$ cat src/common/deu_isa_pkg.sv
package deu_isa_pkg;

    localparam int INST_W  = 32;
    localparam int PC_W    = 64;
    localparam int ARF_SEL = 5;

    ////////////////////////////////////////////////
    // Instruction fields
    ////////////////////////////////////////////////

    localparam int RD_LSB  = 0;
    localparam int RJ_LSB  = 5;
    localparam int RK_LSB  = 10;
    localparam int IMM_LSB = 10;
    localparam int IMM_W   = 12;  // Sign-extended
    localparam int OPC_LSB = 26;
    localparam int OPC_W   = 6;

    // Major opcodes, anything else decodes as OP_NOP
    typedef enum logic [OPC_W-1:0] {
        OP_NOP    = 6'd0,
        OP_ALU_RR = 6'd1,   // rj, rk
        OP_ALU_RI = 6'd2,   // rj, imm12
        OP_LINK   = 6'd3,   // pc, 4
        OP_PCREL  = 6'd4    // pc, imm12
    } deu_op_e;

    // Return address step for OP_LINK
    localparam int LINK_OFFSET = 4;

endpackage

$ cat src/common/deu_pipe_pkg.sv
package deu_pipe_pkg;

    localparam int LANES    = 2;
    localparam int IB_DEPTH = 4;

    // Result producers behind decode, youngest first
    typedef enum logic [2:0] {
        STG_EX1,
        STG_EX2,
        STG_EX3,
        STG_EX4,
        STG_WB
    } bypass_stage_e;

    localparam int NUM_BYPASS_STAGES = int'(STG_WB) + 1;

endpackage

$ cat src/source/dispatch_reg.sv
`timescale 1ns/1ps

module dispatch_reg #(
    parameter int DATA_W = 64
) (
    input  logic                                                    clk,
    input  logic                                                    rst_n,
    input  logic                                                    issue_stall,
    input  logic [deu_pipe_pkg::LANES-1:0]                          dec_valid,
    input  deu_isa_pkg::deu_op_e [deu_pipe_pkg::LANES-1:0]          dec_op,
    input  logic [deu_pipe_pkg::LANES-1:0][deu_isa_pkg::PC_W-1:0]   dec_pc,
    input  logic [deu_pipe_pkg::LANES-1:0][DATA_W-1:0]              src0,
    input  logic [deu_pipe_pkg::LANES-1:0][DATA_W-1:0]              src1,
    output logic [deu_pipe_pkg::LANES-1:0]                          disp_valid,
    output deu_isa_pkg::deu_op_e [deu_pipe_pkg::LANES-1:0]          disp_op,
    output logic [deu_pipe_pkg::LANES-1:0][deu_isa_pkg::PC_W-1:0]   disp_pc,
    output logic [deu_pipe_pkg::LANES-1:0][DATA_W-1:0]              disp_src0,
    output logic [deu_pipe_pkg::LANES-1:0][DATA_W-1:0]              disp_src1
);

    always_ff @(posedge clk or negedge rst_n) begin
        if (!rst_n) begin
            disp_valid <= '0;
        end else if (!issue_stall) begin
            disp_valid <= dec_valid;
        end
    end

    // Payload follows the same enable, held while stalled
    always_ff @(posedge clk) begin
        if (!issue_stall) begin
            disp_op   <= dec_op;
            disp_pc   <= dec_pc;
            disp_src0 <= src0;
            disp_src1 <= src1;
        end
    end

    // Younger lane never issues ahead of the older one
    a_lane_order: assert property (@(posedge clk) disable iff (!rst_n)
        disp_valid[deu_pipe_pkg::LANES-1] |-> disp_valid[0]);

endmodule

$ cat config.mk
export PLATFORM = sky130hd
export DESIGN_NAME = dispatch_reg
export DESIGN_NICKNAME = d
export VERILOG_FILES = /design/src/common/deu_isa_pkg.sv /design/src/common/deu_pipe_pkg.sv /design/src/source/dispatch_reg.sv
export SDC_FILE = /design/constraint.sdc
export NUM_CORES = 1
export LEC_CHECK = 0
export ABC_AREA = 1
export BUFFER_PORTS_ARGS = -buffer_cell sky130_fd_sc_hd__buf_4
export CAP_MARGIN = 25
export CORE_AREA = 4 4 305 307
export DETAILED_ROUTE_END_ITERATION = 10
export DIE_AREA = 0 0 309 311
export PLACE_DENSITY = 0.43
export SLEW_MARGIN = 10
export SYNTH_ARGS = -nofsm -noshare
export SYNTH_HDL_FRONTEND = slang
export SYNTH_SLANG_ARGS = --single-unit
$ cat constraint.sdc
create_clock -name clk -period 0.8 [get_ports clk]
set_clock_uncertainty 0.15 [all_clocks]
set_input_delay 0.04 -clock clk [delete_from_list [all_inputs] [get_ports clk]]
set_output_delay 0.04 -clock clk [all_outputs]
set_load 0.02 [all_outputs]
### Yosys cells after proc, flatten, opt, wreduce, memory -nomap -nowiden

Cells that the tools add are included.

* bits in registers: 398
* output and inout port bits: 398
* input port bits: 401

### Logic depth before layout (Yosys ltp)

Gate-level depths: netlist of the first run.

* word-level depth: 0
* gate-level depth with buffers: 3
* depth with buffers taken out: 3

### Worst setup path after synthesis of the first run

Ideal clock, no wire load.

* path kind: input to register
* start: input issue_stall
* end: register disp_op[0] in the netlist's numbering (enable)
* path buffers: 0
* library setup time: 0.571 ns
* cell stages on the path: 1
* data arrival time: 4.187 ns
* path slack: -4.108 ns
* data required time: 0.079 ns
* cell sequence: inv_2

RTL lines
* start, declared: line dispatch_reg.sv:8 `input logic issue_stall,`
* end signal, assigned: line dispatch_reg.sv:32 `disp_op <= dec_op;`
* end, declared: line dispatch_reg.sv:15 `output deu_isa_pkg::deu_op_e [deu_pipe_pkg::LANES-1:0] disp_op,`

No word-level cell between the ends.

### Worst setup path in the final report of the first run

* start: register disp_src1[100] in the netlist's numbering
* end: output disp_src1[100] in the netlist's numbering

RTL lines
* start, declared: line dispatch_reg.sv:18 `output logic [deu_pipe_pkg::LANES-1:0][DATA_W-1:0] disp_src1`
* start signal, assigned: line dispatch_reg.sv:35 `disp_src1 <= src1;`

No word-level cell between the ends.

==> results of run 1 <==
-- cell families after synthesis --
| group | after synthesis | share of synthesized area, % |
|---|---|---|
| AND/OR/NAND/NOR | 6 | 0.188 |
| buffers and inverters | 1 | 0.0313 |
| flip-flops | 398 | 99.8 |
-- synthesized netlist by cell type --
master	number
dfrtp_1	2
inv_2	1
nand2_1	6
edfxtp_1	396
-- repair_timing --
| item | 4_1_cts | 5_1_grt |
|---|---|---|
| hold endpoints to repair | 736 | 310 |
| buffers inserted | 0 | 1 |
| resized for setup | 396 | 5 |
| pin swaps | 0 | 2 |
| setup endpoints to repair | 398 | 400 |
-- layer usage --
| metal | part of all wire, % | up-vias |
|---|---|---|
| met5 | 0.10 | - |
| met4 | 3.7 | 8 |
| met3 | 9.8 | 109 |
| met2 | 52 | 536 |
| met1 | 34 | 4428 |
| li1 | - | 4238 |
-- sequential cells by signal, summed over array words and instances (netlist names) --
signal,count
disp_op,12
disp_pc,128
disp_src0,128
disp_src1,128
disp_valid,2
-- path summary, 6_finish.rpt --
check | from | to | slack, ns | cells past startpoint
max in group asynchronous | rst_n | disp_valid[1]$_DFFE_PN0N_ | 0.19 | 3
max | disp_src1[100]$_DFFE_PN_ | disp_src1[100] | -0.67 | 1
min in group asynchronous | rst_n | disp_valid[0]$_DFFE_PN0N_ | 0.18 | 3
min reg2reg | disp_valid[0]$_DFFE_PN0N_ | disp_valid[0]$_DFFE_PN0N_ | 0.36 | 2
min | issue_stall | disp_valid[0]$_DFFE_PN0N_ | -0.22 | 4
max reg2reg | disp_valid[1]$_DFFE_PN0N_ | disp_valid[1]$_DFFE_PN0N_ | -0.08 | 3
-- power by group --
group	internal [mW]	switching (mW)
Clock	11.7	8.48
Combinational	5.50	4.19
Sequential	24.8	0.883
-- tightest hold or removal path, cell delays in order --
cell and delay [ns]:
buf_4 0.15, inv_16 0.11, nand2_1 0.09, nand2_1 0.05
-- through the flow --
stage / hold WS, ns / total power, mW / worst slack (ns)
after floorplan: -0.406 / 28.1 / -0.619
after global placement: -0.325 / 33.0 / -0.579
after detailed placement: -0.327 / 33.0 / -0.615
after CTS: -0.274 / 56.7 / -0.746
after global routing: -0.245 / 58.0 / -0.735
final: -0.215 / 55.6 / -0.674
-- layout make-up --
type | count | area share [%]
timing repair buffer | 1235 | 44.3
multi-input combinational | 6 | 0.103
antenna | 1 | 0.00936
inverter | 1 | 0.0749
tap | 1176 | 5.50
clock buffer | 55 | 4.67
sequential | 398 | 44.7
clock inverter | 27 | 0.716
==> impl_metrics.toml, run 1 <==
[routing]
dr.pass1.iters = 4
ant_nets = 0
initialDrtViolationCount = 346
drc = 0
wl_um = 51800
viasPerCell = 3.21
vias = 9319
wl_per_cell_um = 17.9

[sta]
slew_headroom_pct = 77.4
tns_ns = -200.29
report.final.slew_viol_count = 0
fmaxAchievable_mhz = 678
post-route-worst-setup-slack_ns = -0.674
hold_viol = 64
grt_setup_unrepaired = "true"
fin_crit_sh_pct = 184
period_minus_slack_ns = 1.47
setup_violations = 399
holdWs_ns = -0.215
tightest_slew_ns = 0.338

[cells_and_area]
fillCellCount = 8852
design_area_sq_mm = 0.0267
drive_gt1_share_pct = 52.2
finalNonFillerCells = 2899
final_cell_mix = "buf_4 (430), dlygate4sd3_1 (401), buf_6 (399)"
regArea_sq_mm = 0.0119
nNetsFinal = 2091
multi_input_area_sq_um = 27.5
area_growth_pct = 123
finalCoreUtilization_pct = 29.7
layout_commonest_cell = "buf_4"

[setup_path]
cp_max_fo = 1
endpoint_kind = "output port"
cp.arrival_ns = 1.28
crit_chain = "buf_6"
cp_top_family = "flip-flops"
crit_slowest_cell = "edfxtp_1"
max_stage_delay_ns = 0.51
cp-start-kind = "register"
critPathKind = "reg2out"
cp_num_buf_inv = 1
critPathRequiredTime_ns = 0.61

[job]
maxCapViolCount = 0

[grt]
use_met2_pct = 19.0
overflow = 0
met1_usage_pct = 9.99
met3_usage_pct = 4.28
grt_use_total_pct = 10.2
grt_pass1_vias = 10800
grt_max_degree = 48
grt_pass1_wl_um = 71700
grt_antenna_before_repair = 12
grt.busiest_layer = "met2"

[clock_network]
cts-root-buf = "clkbuf_16"
cts_inserted_buffers = 48
cts_tree = "done"
cts_max_level = 2
clock_latency_ns = 0.58
holdBufCountCts = 401
cts_sinks = 398
clockBufferDepth = 3
clkTransAtPathRegs_ns = 0.06

[worst_hold_path]
hp-class = "in2reg"

[die]
row_count = 110
pin_count = 799
core_sq_mm = 0.0900
die_y_um = 311
start_util_pct = 13.3
die_w_um = 309
die_area_sq_mm = 0.0961

[placement]
post_dp_cell_area_sq_mm = 0.0198
io_buffer_count = 798
hpwlAfterDp_um = 38900
placed_cells = 2421
gp_congestion = 0.825

[synth]
synthesis.area_sq_mm = 0.0120
avgSynthCellArea_sq_um = 29.5
ys_seq_area_share_pct = 99.8
synth_top_area_share_pct = 99.4
ys_ff_latch = 398
syn_nets = 806
syn_inst = 405
synth_area_leaders = "edfxtp_1 (99%), dfrtp_1 (0.42%), nand2_1 (0.19%)"
yosysWarnings = 0
ys_types = 4
yosysTopAreaCell = "edfxtp_1"

[status]
status = "complete, but fails checks"
violations = "negative hold slack, negative setup slack"

[power]
cellLeakagePower_nw = 10.8
powerDensity_mw_per_mm2 = 2080
peakVddDrop_v = 0.00141
Power figures use the tool's default switching activity.
==> run 2, diff against run 1 <==
--- a/config.mk
+++ b/config.mk
@@ -12,7 +12,7 @@
 export DETAILED_ROUTE_END_ITERATION = 10
 export DIE_AREA = 0 0 309 311
 export PLACE_DENSITY = 0.43
-export SLEW_MARGIN = 10
+export SLEW_MARGIN = 20
 export SYNTH_ARGS = -nofsm -noshare
 export SYNTH_HDL_FRONTEND = slang
 export SYNTH_SLANG_ARGS = --single-unit
==> constraint.sdc (replaced) <==
create_clock -name clk -period 1.4 [get_ports clk]
set_clock_uncertainty 0.15 [all_clocks]
set_input_delay 0.07 -clock clk [delete_from_list [all_inputs] [get_ports clk]]
set_output_delay 0.07 -clock clk [all_outputs]
set_load 0.02 [all_outputs]
==> run 2 against run 1 <==
  * The flow now stops in 4_1_cts
  * Synthesized area did not move
  * Synthesized cell count is the same
==> impl_metrics.toml, run 2 <==
[placement]
gp_congestion = 0.793
dp_slack_ns = 0.0972
hpwlAfterDp_um = 36800
io_buffer_count = 798

[die]
die_y_um = 311
start_util_pct = 13.3
pin_count = 799
die_w_um = 309
row_count = 110

[synth]
synth_common_cells = "edfxtp_1 (396), nand2_1 (6), dfrtp_1 (2), inv_2 (1)"
synthesis.area_sq_mm = 0.0120
synth_area_leaders = "edfxtp_1 (99%), dfrtp_1 (0.42%), nand2_1 (0.19%)"
ys_seq_area_share_pct = 99.8
ys_types = 4
yosysMostFrequentCell = "edfxtp_1"
yosysTopAreaCell = "edfxtp_1"
synth-edff-count = 396
synthFlopType = "edfxtp_1"
syn_nets = 806
ys_ff_latch = 398
async_reset_ff_share_pct = 0.503
syn_inst = 405
yosysWarnings = 0
avgSynthCellArea_sq_um = 29.5
synth_top_area_share_pct = 99.4

[clock_network]
cts_setup_buffers = 1
cts_max_level = 2
cts_resized = 284
holdBufCountCts = 500
cts_sinks = 398
cts_inserted_buffers = 46
cts-root-buf = "clkbuf_16"
clockBufferDepth = 3

[status]
lastStage = "4_1_cts"
status = "did not finish"
tool.error = "[ERROR RSZ-0060] Max buffer count reached."
## run 2: cell counts after synthesis
Identical to the previous run, type by type.
## run 2: cell families after synthesis
group | after synthesis | share of synthesized area [%]
simple gates | 6 | 0.188
flops | 398 | 99.8
buf+inv | 1 | 0.0313
## run 2: metrics by stage
stage,cell area (sq um),instances
2_1_floorplan,12000,405
3_3_place_gp,19700,2412
3_5_place_dp,19700,2412
==> run 3, diff against run 2 <==
--- a/config.mk
+++ b/config.mk
@@ -8,10 +8,10 @@
 export ABC_AREA = 1
 export BUFFER_PORTS_ARGS = -buffer_cell sky130_fd_sc_hd__buf_4
 export CAP_MARGIN = 25
-export CORE_AREA = 4 4 305 307
+export CORE_AREA = 4 4 308 310
 export DETAILED_ROUTE_END_ITERATION = 10
-export DIE_AREA = 0 0 309 311
-export PLACE_DENSITY = 0.43
+export DIE_AREA = 0 0 312 314
+export PLACE_DENSITY_LB_ADDON = 0.15
 export SLEW_MARGIN = 20
 export SYNTH_ARGS = -nofsm -noshare
 export SYNTH_HDL_FRONTEND = slang
==> run 3 against run 2 <==
  * The run again fails in 4_1_cts
  * Synthesized cell count unchanged
  * Synthesized area stayed put
==> impl_metrics.toml, run 3 <==
[clock_network]
cts_inserted_buffers = 49
holdBufCountCts = 502
cts-root-buf = "clkbuf_16"
cts_setup_buffers = 2
clockBufferDepth = 3
cts_sinks = 398
cts_resized = 381
cts_max_level = 2

[die]
pin_count = 799
die_y_um = 314
die_w_um = 312
row_count = 111
start_util_pct = 13.1

[placement]
hpwlAfterDp_um = 40900
dp_slack_ns = 0.0917
gp_congestion = 0.807
io_buffer_count = 798
placed_cells = 2415

[synth]
yosysWarnings = 0
ys_seq_area_share_pct = 99.8
synth_common_cells = "edfxtp_1 (396), nand2_1 (6), dfrtp_1 (2), inv_2 (1)"
synth-edff-count = 396
syn_nets = 806
ys_types = 4
async_reset_ff_share_pct = 0.503
yosysTopAreaCell = "edfxtp_1"
avgSynthCellArea_sq_um = 29.5
ys_ff_latch = 398
yosysMostFrequentCell = "edfxtp_1"
synthesis.area_sq_mm = 0.0120
synth_top_area_share_pct = 99.4
synth_area_leaders = "edfxtp_1 (99%), dfrtp_1 (0.42%), nand2_1 (0.19%)"
syn_inst = 405
synthFlopType = "edfxtp_1"

[status]
status = "did not finish"
lastStage = "4_1_cts"
tool.error = "[ERROR RSZ-0060] Max buffer count reached."
==> run 3: cell counts after synthesis <==
Identical to the previous run, type by type.
==> run 3: metrics by stage <==
step / setup TNS, ns / hold WS (ns) / instance area, sq um / util (%)
after floorplan: -19.36 / -0.376 / 12000 / -
after global placement: 0 / -0.295 / 19700 / 21.5
after detailed placement: 0 / -0.294 / 19700 / 21.5
==> run 3: kinds of logic after synthesis <==
logic type / Yosys count / synth area share (%)
AND/OR/NAND/NOR: 6 / 0.188
flip-flops: 398 / 99.8
buffers and inverters: 1 / 0.0313
