<file path="src/common/deu_isa_pkg.sv">
package deu_isa_pkg;

    localparam int INST_W  = 32;
    localparam int PC_W    = 64;
    localparam int ARF_SEL = 5;

    ////////////////////////////////////////////////
    // Instruction fields
    ////////////////////////////////////////////////

    localparam int RD_LSB  = 0;
    localparam int RJ_LSB  = 5;
    localparam int RK_LSB  = 10;
    localparam int IMM_LSB = 10;
    localparam int IMM_W   = 12;  // Sign-extended
    localparam int OPC_LSB = 26;
    localparam int OPC_W   = 6;

    // Major opcodes, anything else decodes as OP_NOP
    typedef enum logic [OPC_W-1:0] {
        OP_NOP    = 6'd0,
        OP_ALU_RR = 6'd1,   // rj, rk
        OP_ALU_RI = 6'd2,   // rj, imm12
        OP_LINK   = 6'd3,   // pc, 4
        OP_PCREL  = 6'd4    // pc, imm12
    } deu_op_e;

    // Return address step for OP_LINK
    localparam int LINK_OFFSET = 4;

endpackage

</file>
<file path="src/common/deu_pipe_pkg.sv">
package deu_pipe_pkg;

    localparam int LANES    = 2;
    localparam int IB_DEPTH = 4;

    // Result producers behind decode, youngest first
    typedef enum logic [2:0] {
        STG_EX1,
        STG_EX2,
        STG_EX3,
        STG_EX4,
        STG_WB
    } bypass_stage_e;

    localparam int NUM_BYPASS_STAGES = int'(STG_WB) + 1;

endpackage

</file>
<file path="src/issue_lane/bypass_select.sv">
`timescale 1ns/1ps

module bypass_select #(
    parameter int DATA_W        = 64,
    parameter int BYPASS_STAGES = 5
) (
    input  logic                                   rd_en,
    input  logic [deu_isa_pkg::ARF_SEL-1:0]        raddr,
    input  logic [DATA_W-1:0]                      rdata,
    input  logic [BYPASS_STAGES-1:0][deu_pipe_pkg::LANES-1:0] rf_we,
    input  logic [BYPASS_STAGES-1:0][deu_pipe_pkg::LANES-1:0][deu_isa_pkg::ARF_SEL-1:0] rf_waddr,
    input  logic [BYPASS_STAGES-1:0][deu_pipe_pkg::LANES-1:0][DATA_W-1:0] result,
    output logic [DATA_W-1:0]                      src
);

    localparam int LANES = deu_pipe_pkg::LANES;
    localparam int NPROD = BYPASS_STAGES * LANES;

    logic [NPROD-1:0]  hit;
    logic [NPROD-1:0]  sel;
    logic [DATA_W-1:0] byp_data;

    // Bit 0 is the youngest producer with the higher lane first in a stage
    always_comb begin
        for (int s = 0; s < BYPASS_STAGES; s++) begin
            for (int l = 0; l < LANES; l++) begin
                hit[s*LANES + LANES-1-l] = rd_en && rf_we[s][l] && (rf_waddr[s][l] == raddr);
            end
        end
    end

    assign sel = hit & (~hit + NPROD'(1));  // Lowest set bit wins

    always_comb begin
        byp_data = '0;
        for (int s = 0; s < BYPASS_STAGES; s++) begin
            for (int l = 0; l < LANES; l++) begin
                byp_data |= {DATA_W{sel[s*LANES + LANES-1-l]}} & result[s][l];
            end
        end
    end

    assign src = (|hit) ? byp_data : rdata;

    // r0 reads stay disabled so r0 never meets a producer
    always_comb begin
        a_no_r0_read: assert final (!rd_en || (raddr != '0));
    end

endmodule

</file>
<file path="src/issue_lane/issue_lane.sv">
`timescale 1ns/1ps

module issue_lane #(
    parameter int DATA_W        = 64,
    parameter int BYPASS_STAGES = 5
) (
    input  logic                                   head_valid,
    input  logic [deu_isa_pkg::PC_W-1:0]           head_pc,
    input  logic [deu_isa_pkg::INST_W-1:0]         head_inst,
    input  logic [DATA_W-1:0]                      rdata0,
    input  logic [DATA_W-1:0]                      rdata1,
    input  logic [BYPASS_STAGES-1:0][deu_pipe_pkg::LANES-1:0] rf_we,
    input  logic [BYPASS_STAGES-1:0][deu_pipe_pkg::LANES-1:0][deu_isa_pkg::ARF_SEL-1:0] rf_waddr,
    input  logic [BYPASS_STAGES-1:0][deu_pipe_pkg::LANES-1:0][DATA_W-1:0] result,
    output logic [deu_isa_pkg::ARF_SEL-1:0]        raddr0,
    output logic [deu_isa_pkg::ARF_SEL-1:0]        raddr1,
    output logic                                   dec_valid,
    output deu_isa_pkg::deu_op_e                   dec_op,
    output logic [deu_isa_pkg::PC_W-1:0]           dec_pc,
    output logic [DATA_W-1:0]                      src0,
    output logic [DATA_W-1:0]                      src1
);

    localparam int SEL_W = deu_isa_pkg::ARF_SEL;
    localparam int IMM_W = deu_isa_pkg::IMM_W;

    logic [SEL_W-1:0]  rj;
    logic [SEL_W-1:0]  rk;
    logic [IMM_W-1:0]  imm12;
    logic [DATA_W-1:0] imm;
    logic              rd_en0;
    logic              rd_en1;
    logic [DATA_W-1:0] opnd0;
    logic [DATA_W-1:0] opnd1;

    assign rj    = head_inst[deu_isa_pkg::RJ_LSB +: SEL_W];
    assign rk    = head_inst[deu_isa_pkg::RK_LSB +: SEL_W];
    assign imm12 = head_inst[deu_isa_pkg::IMM_LSB +: IMM_W];
    assign imm   = {{(DATA_W - IMM_W){imm12[IMM_W-1]}}, imm12};

    always_comb begin
        case (head_inst[deu_isa_pkg::OPC_LSB +: deu_isa_pkg::OPC_W])
            deu_isa_pkg::OP_ALU_RR: dec_op = deu_isa_pkg::OP_ALU_RR;
            deu_isa_pkg::OP_ALU_RI: dec_op = deu_isa_pkg::OP_ALU_RI;
            deu_isa_pkg::OP_LINK:   dec_op = deu_isa_pkg::OP_LINK;
            deu_isa_pkg::OP_PCREL:  dec_op = deu_isa_pkg::OP_PCREL;
            default:                dec_op = deu_isa_pkg::OP_NOP;
        endcase
    end

    // r0 and unused sources never read or bypass
    assign rd_en0 = (dec_op == deu_isa_pkg::OP_ALU_RR || dec_op == deu_isa_pkg::OP_ALU_RI)
                    && (rj != '0);
    assign rd_en1 = (dec_op == deu_isa_pkg::OP_ALU_RR) && (rk != '0);
    assign raddr0 = rd_en0 ? rj : '0;
    assign raddr1 = rd_en1 ? rk : '0;

    bypass_select #(.DATA_W(DATA_W), .BYPASS_STAGES(BYPASS_STAGES)) bypass_src0_i (
        .rd_en    (rd_en0),
        .raddr    (raddr0),
        .rdata    (rdata0),
        .rf_we    (rf_we),
        .rf_waddr (rf_waddr),
        .result   (result),
        .src      (opnd0)
    );

    bypass_select #(.DATA_W(DATA_W), .BYPASS_STAGES(BYPASS_STAGES)) bypass_src1_i (
        .rd_en    (rd_en1),
        .raddr    (raddr1),
        .rdata    (rdata1),
        .rf_we    (rf_we),
        .rf_waddr (rf_waddr),
        .result   (result),
        .src      (opnd1)
    );

    always_comb begin
        src0 = '0;
        src1 = '0;
        case (dec_op)
            deu_isa_pkg::OP_ALU_RR: begin
                src0 = opnd0;
                src1 = opnd1;
            end
            deu_isa_pkg::OP_ALU_RI: begin
                src0 = opnd0;
                src1 = imm;
            end
            deu_isa_pkg::OP_LINK: begin
                src0 = DATA_W'(head_pc);
                src1 = DATA_W'(deu_isa_pkg::LINK_OFFSET);
            end
            deu_isa_pkg::OP_PCREL: begin
                src0 = DATA_W'(head_pc);
                src1 = imm;
            end
            default: ;                          // NOP carries zeros
        endcase
    end

    assign dec_valid = head_valid;
    assign dec_pc    = head_pc;

endmodule

</file>
<file path="config.mk">
export PLATFORM = sky130hd
export DESIGN_NAME = issue_lane
export DESIGN_NICKNAME = d
export VERILOG_FILES = /design/src/common/deu_isa_pkg.sv /design/src/common/deu_pipe_pkg.sv /design/src/issue_lane/bypass_select.sv /design/src/issue_lane/issue_lane.sv
export SDC_FILE = /design/constraint.sdc
export NUM_CORES = 1
export LEC_CHECK = 0
export ABC_AREA = 0
export ABC_CLOCK_PERIOD_IN_PS = 4100
export BUFFER_PORTS_ARGS = -buffer_cell sky130_fd_sc_hd__buf_2
export CORE_AREA = 2 2 446 448
export DETAILED_ROUTE_END_ITERATION = 12
export DIE_AREA = 0 0 448 450
export PLACE_DENSITY = 0.3
export REMOVE_ABC_BUFFERS = 1
export SETUP_SLACK_MARGIN = 0.02
export SLEW_MARGIN = 25
export SYNTH_ARGS = -nofsm -noshare
export SYNTH_HDL_FRONTEND = slang
export SYNTH_SLANG_ARGS = --single-unit
</file>
<file path="constraint.sdc">
create_clock -name vclk -period 4.1
set_clock_uncertainty 0.2 [all_clocks]
set_input_delay 0 -clock vclk [all_inputs]
set_output_delay 0 -clock vclk [all_outputs]
set_load 0.02 [all_outputs]
</file>
Word level (Yosys, flattened, before mapping)
Cells that the tools add are included.
Word-level totals
  register bits after elaboration: 0
  bits in latches: 0
  memory bits (writable): 0
  ROM bits: 0
  bits of input ports: 925
  output and inout port bits: 209
  logic and storage cells: 129
  memories: 0
Cells by class
  $add $sub $neg: 2
  $mul: 0
  div/mod/pow operators: 0
  order comparisons: 0
  equal/unequal tests: 28
  shift-type cells: 0
  muxes and demuxes: 7
  bitwise operators: 42
  reduce and logical (&&, ||, !) cells: 50
Operators by type and width (number)
  $and A64 B64 Y64: 20
  $or A64 B64 Y64: 18
  $pmux W64 S3: 1
  $mux W64: 2
  $pmux W64 S2: 1
  $eq A5 B5 Y1: 20
  $logic_and A1 B1 Y1: 42
  $eq A6 B2 Y1 const B: 4
  $add A10 B1 Y10 const B: 2
  $and A10 B10 Y10: 2
  $not A10 Y10: 2
  $reduce_or A10 Y1: 2
  $eq A6 B1 Y1 const B: 2
  $eq A6 B3 Y1 const B: 2
  $pmux W3 S4: 1
  $mux W5: 2
  $reduce_bool A5 Y1: 2
  $reduce_or A2 Y1: 3
  $logic_or A1 B1 Y1: 1

Logic depth before layout (Yosys ltp)
  word-level depth: 23
  gate-level depth with buffers: 13
  depth with buffers taken out: 8

By module
A second synthesis with hierarchy kept.
Second synthesis, totals
  cells, all modules: 2185
  area total of the unflattened synthesis: 13974.7 um^2
By module, submodules not included
  bypass_select: instances 2, cells each 963, area an instance 6003.3 um^2, seq. area each 0.0 um^2
  issue_lane: instances 1, cells each 259, area an instance 1968.1 um^2, seq. area each 0.0 um^2

Least setup slack after synthesis
No wires, ideal clock.
  path kind: input to output
  start point: input head_inst[31] in the netlist's numbering
  end point: output src0[10]
  arrival: 2674 ps
  data required time: 3900 ps
  path slack: 1226 ps
  stages: 12
  path buffers: 4
  path through: nor4_2 -> buf_2 -> and3_1 -> xnor2_1 -> and3_1 -> clkbuf_1 -> or2_2 -> clkbuf_1 -> buf_2 -> o22a_1 -> nand2_1 -> a32oi_1
On the way
  longest elaborated chain between the ends: 23
  elaborated cells on any way between the ends: 69
  those cells by class: add/sub: 1; eq/ne: 18; mux: 4; bitwise: 21; reduce/logical: 25
Ends and longest elaborated chain
  from (decl): RTL line issue_lane.sv:9  | input logic [deu_isa_pkg::INST_W-1:0] head_inst,
  $eq A6 B3 Y1 (tied with other cells): RTL line issue_lane.sv:42  | case (head_inst[deu_isa_pkg::OPC_LSB +: deu_isa_pkg::OPC_W])
  $pmux W3 S4 *: RTL line issue_lane.sv:42
  $eq A6 B1 Y1 / $eq A6 B2 Y1 (equally long branches): RTL line issue_lane.sv:52  | assign rd_en0 = (dec_op == deu_isa_pkg::OP_ALU_RR || dec_op == deu_isa_pkg::OP_ALU_RI)
  $logic_or A1 B1 Y1 *: RTL line issue_lane.sv:52
  $logic_and A1 B1 Y1 *: RTL line issue_lane.sv:53  | && (rj != '0);
  $mux W5 *: RTL line issue_lane.sv:55  | assign raddr0 = rd_en0 ? rj : '0;
  net raddr0, one bit: RTL line issue_lane.sv:15  | output logic [deu_isa_pkg::ARF_SEL-1:0] raddr0,
  $eq A5 B5 Y1: RTL line bypass_select.sv:27  | hit[s*LANES + LANES-1-l] = rd_en && rf_we[s][l] && (rf_waddr[s][l] == raddr);
  $logic_and A1 B1 Y1: RTL line bypass_select.sv:27
  $not A10 Y10: RTL line bypass_select.sv:32  | assign sel = hit & (~hit + NPROD'(1));
  $add A10 B1 Y10: RTL line bypass_select.sv:32
  $and A10 B10 Y10: RTL line bypass_select.sv:32
  $and A64 B64 Y64: RTL line bypass_select.sv:38  | byp_data |= {DATA_W{sel[s*LANES + LANES-1-l]}} & result[s][l];
  $or A64 B64 Y64 (9 in a row): RTL line bypass_select.sv:38
  $mux W64 *: RTL line bypass_select.sv:43  | assign src = (|hit) ? byp_data : rdata;
  $pmux W64 S2 *: RTL line issue_lane.sv:81  | case (dec_op)
  to (decl): RTL line issue_lane.sv:20  | output logic [DATA_W-1:0] src0,
Mark *: on every way through the listed nets, which the timed path passes. The rest lies on a longest branch.

Final worst setup path
  start point: input head_inst[31] in the netlist's numbering
  end point: output src1[24]
On the way
  longest elaborated chain between the ends: 22
  elaborated cells on any way between the ends: 67
  those cells by class: add/sub: 1; eq/ne: 18; mux: 4; bitwise: 21; reduce/logical: 23
Ends and longest elaborated chain
  $eq A6 B3 Y1 (tied with other cells): RTL line issue_lane.sv:42
  $pmux W3 S4 *: RTL line issue_lane.sv:42
  $eq A6 B1 Y1: RTL line issue_lane.sv:54, issue_lane.sv:81
  $logic_and A1 B1 Y1: RTL line issue_lane.sv:54  | assign rd_en1 = (dec_op == deu_isa_pkg::OP_ALU_RR) && (rk != '0);
  $mux W5: RTL line issue_lane.sv:56  | assign raddr1 = rd_en1 ? rk : '0;
  $eq A5 B5 Y1: RTL line bypass_select.sv:27
  $logic_and A1 B1 Y1: RTL line bypass_select.sv:27
  $not A10 Y10: RTL line bypass_select.sv:32
  $add A10 B1 Y10: RTL line bypass_select.sv:32
  $and A10 B10 Y10: RTL line bypass_select.sv:32
  $and A64 B64 Y64: RTL line bypass_select.sv:38
  $or A64 B64 Y64 (9 in a row): RTL line bypass_select.sv:38
  $mux W64: RTL line bypass_select.sv:43
  $pmux W64 S3 *: RTL line issue_lane.sv:81
  to (decl): RTL line issue_lane.sv:21  | output logic [DATA_W-1:0] src1
Every way passes the cells marked *; elsewhere a longest branch is shown, timed or not.

==> reports/qor.yml <==
sta:
  finalCritPeriodShare: 0.986
  rsz0062_at_grt: "false"
  worst_slew_pin_slew_ps: 899
  finalCriticalPeriod_ps: 4040
  hold_violations: 0
  setup_viol: 0
  slew_violations: 0
  worst_slack_ps: 59.4
  fmax_mhz: 247
  slew_headroom: 0.398
routing:
  vias: 27200
  drt_wl_total_um: 221000
  wl_met2_um: 107000
  dr.pass1.iters: 8
  wl_met3_um: 19700
  ant_nets: 0
  drt_iter0_markers: 3532
  drc_errors: 0
  highest_layer: "met5"
  drt-met1-wl_um: 83500
  wl_per_cell_um: 36.0
  vias_per_cell: 4.44
grt:
  grt_pass1_vias: 25900
  grt_max_degree: 87
  grt_pass1_wl_um: 277000
  grt_usage: 0.207
  antenna_found_initial: 152
  overflow: 0
critical_path:
  crit_start: "head_inst[31]"
  crit_type: "primary input to output port"
  crit_buf_inv: 5
  crit_fanout: 15
  critPathSlowestCell: "nor3_1"
  cp_cell_sequence: "buf_2 -> or3_4 -> buf_4 -> o41ai_2 -> a2111oi_4 -> or3_4 -> nand4bb_4 -> buf_12 -> buf_4 -> nor3_1 -> nor3_1 -> a21oi_1 -> buf_2"
  crit_cells: 13
  endpoint: "src1[24]"
  cp_slowest_stage_delay_ps: 630
  worstPathArrival_ps: 3840
  end_kind: "output port"
  cp-start-kind: "primary input"
  required_ps: 3900
  critPathTopFamily: "simple AND/OR/NAND/NOR gates"
floorplanning:
  fp-row-count: 163
  io_pins: 1134
  fp.dieArea_sq_mm: 0.202
  die_w_um: 448
  core-area_sq_mm: 0.197
  die_h_um: 450
  initial_utilization: 0.0718
placed_design:
  hpwl_um: 181000
  routabilityCongestion: 0.948
  port_buffers: 1120
  pre_cts_ws_ps: -524
outcome:
  status: "finished, final reports clean"
logic_synthesis:
  synth_largest_area_cell: "nand2_1"
  synth-seq-area-share: 0
  syn_inst: 2430
  synth_fa_ha_area_frac: 0
  yosys-top-cells-count: "nand2_1 (333), nor2_1 (289), nor3_1 (191)"
  synth_top_family_by_area: "compound AO/OA/AOI/OAI gates"
  yosys.area_share.xor_xnor: 0.0546
  synthMuxAreaShare: 0
  yosysMostFrequentCell: "nand2_1"
  yosysWarnings: 0
  synth_area_leaders: "nand2_1 (8.9%), a221oi_1 (7.9%), nor2_1 (7.7%)"
  netlist_area_sq_mm: 0.0141
  synth.distinct_cells: 76
  synth-compound-area-share: 0.472
  synth_simple_gate_area_frac: 0.331
  synth_top_area_frac: 0.0885
  avgSynthCellArea_sq_um: 5.81
cells_and_area:
  ff_latch_area_sq_um: 0
  nClkBuffers: 0
  nets: 4332
  syn2layout_area_growth_pct: 71.6
  final_util: 0.123
  drive_above_1_share: 0.411
  seq_cell_count: 0
  multi_input_area_sq_mm: 0.0125
  fillers: 23400
min_path:
  hold_path_class: "primary input to output port"
power_and_ir_drop:
  p_total_w: 0.00133
  ir_worst_vdd_v: 0.0000233
  pwr_density_cell_mw_per_mm2: 54.7
  p_leak_nw: 9.61
flow_run:
  maxCapViolCount: 0
==> routing by layer <==
metal / global-route usage / up-vias
li1: - / 11300
met1: 0.241 / 13500
met2: 0.357 / 1885
met3: 0.0525 / 442
met4: 0.0815 / 84
met5: 0 / -
==> layout by cell type (no fill, tap or decap), types with 10 or more instances in the layout <==
| cell type | n |
|---|---|
| buf_2 | 1101 |
| nand2_1 | 331 |
| nor2_1 | 286 |
| nor3_1 | 187 |
| buf_4 | 159 |
| a221oi_1 | 128 |
| o21ai_0 | 118 |
| a21oi_1 | 113 |
| nand3_1 | 98 |
| diode_2 | 95 |
| xnor2_1 | 75 |
| o21ai_1 | 71 |
| a22oi_1 | 70 |
| buf_12 | 67 |
| a311oi_1 | 64 |
| a222oi_1 | 57 |
| o22ai_1 | 55 |
| inv_1 | 47 |
| a31oi_1 | 39 |
| a22o_1 | 33 |
| nor4_1 | 32 |
| a221o_1 | 32 |
| a21o_1 | 30 |
| o22a_1 | 20 |
| a32oi_1 | 19 |
| nand4_1 | 17 |
| o211ai_1 | 14 |
| xor2_1 | 13 |
| o32ai_1 | 10 |
==> layout make-up <==
type                       count  area share
antenna                       95     0.00981
tap                         2640       0.136
multi-input combinational   2029       0.514
inverter                      47     0.00728
timing repair buffer        1329       0.333
==> power by group <==
part	total [W]	leakage [nW]	switching [W]	internal (W)
registers	0	0	0	0
logic	0.00133	9.61	0.000811	0.000516
clock network	0.00000000315	0.000599	0	0.00000000315
total	0.00133	9.61	0.000811	0.000516
==> stage by stage <==
stage / setup TNS, ps / cell area [sq um] / instances / hold slack (ps)
after detailed placement: -2600 / 23900 / 6041 / -200
after global routing: 0 / 24100 / 6103 / 56.3
after floorplan: -565170 / 12300 / 2076 / -200
after global placement: -2670 / 23900 / 6041 / -200
final: 0 / 24200 / 6140 / 36.2
after CTS: -139 / 23900 / 6044 / 39.1
==> cells by family after synthesis <==
kind of cell | Yosys count
and+or+nand+nor | 1028
buffers and inverters | 403
AOI/OAI and AO/OA | 910
xor gates and xnor gates | 88
other | 1
==> worst min path at each step <==
stage / depth (start not counted) / start / slack [ps] / end
2_1_floorplan: 0 / head_pc[0] / -200 / dec_pc[0]
3_3_place_gp: 0 / head_valid / -200 / dec_valid
3_5_place_dp: 0 / head_valid / -200 / dec_valid
4_1_cts: 2 / head_pc[35] / 40 / dec_pc[35]
5_1_grt: 2 / head_pc[48] / 60 / dec_pc[48]
6_report: 2 / head_pc[35] / 40 / dec_pc[35]
==> repair_timing <==
action,in CTS,in global routing
hold buffers,1,0
cloned,0,0
buffers inserted,2,1
pin swaps,1,2
endpoints found under the setup margin,15,5
gates resized for setup,5,5
endpoints found under the hold margin,1,0
Note: power is estimated with default switching activity, not from simulation.
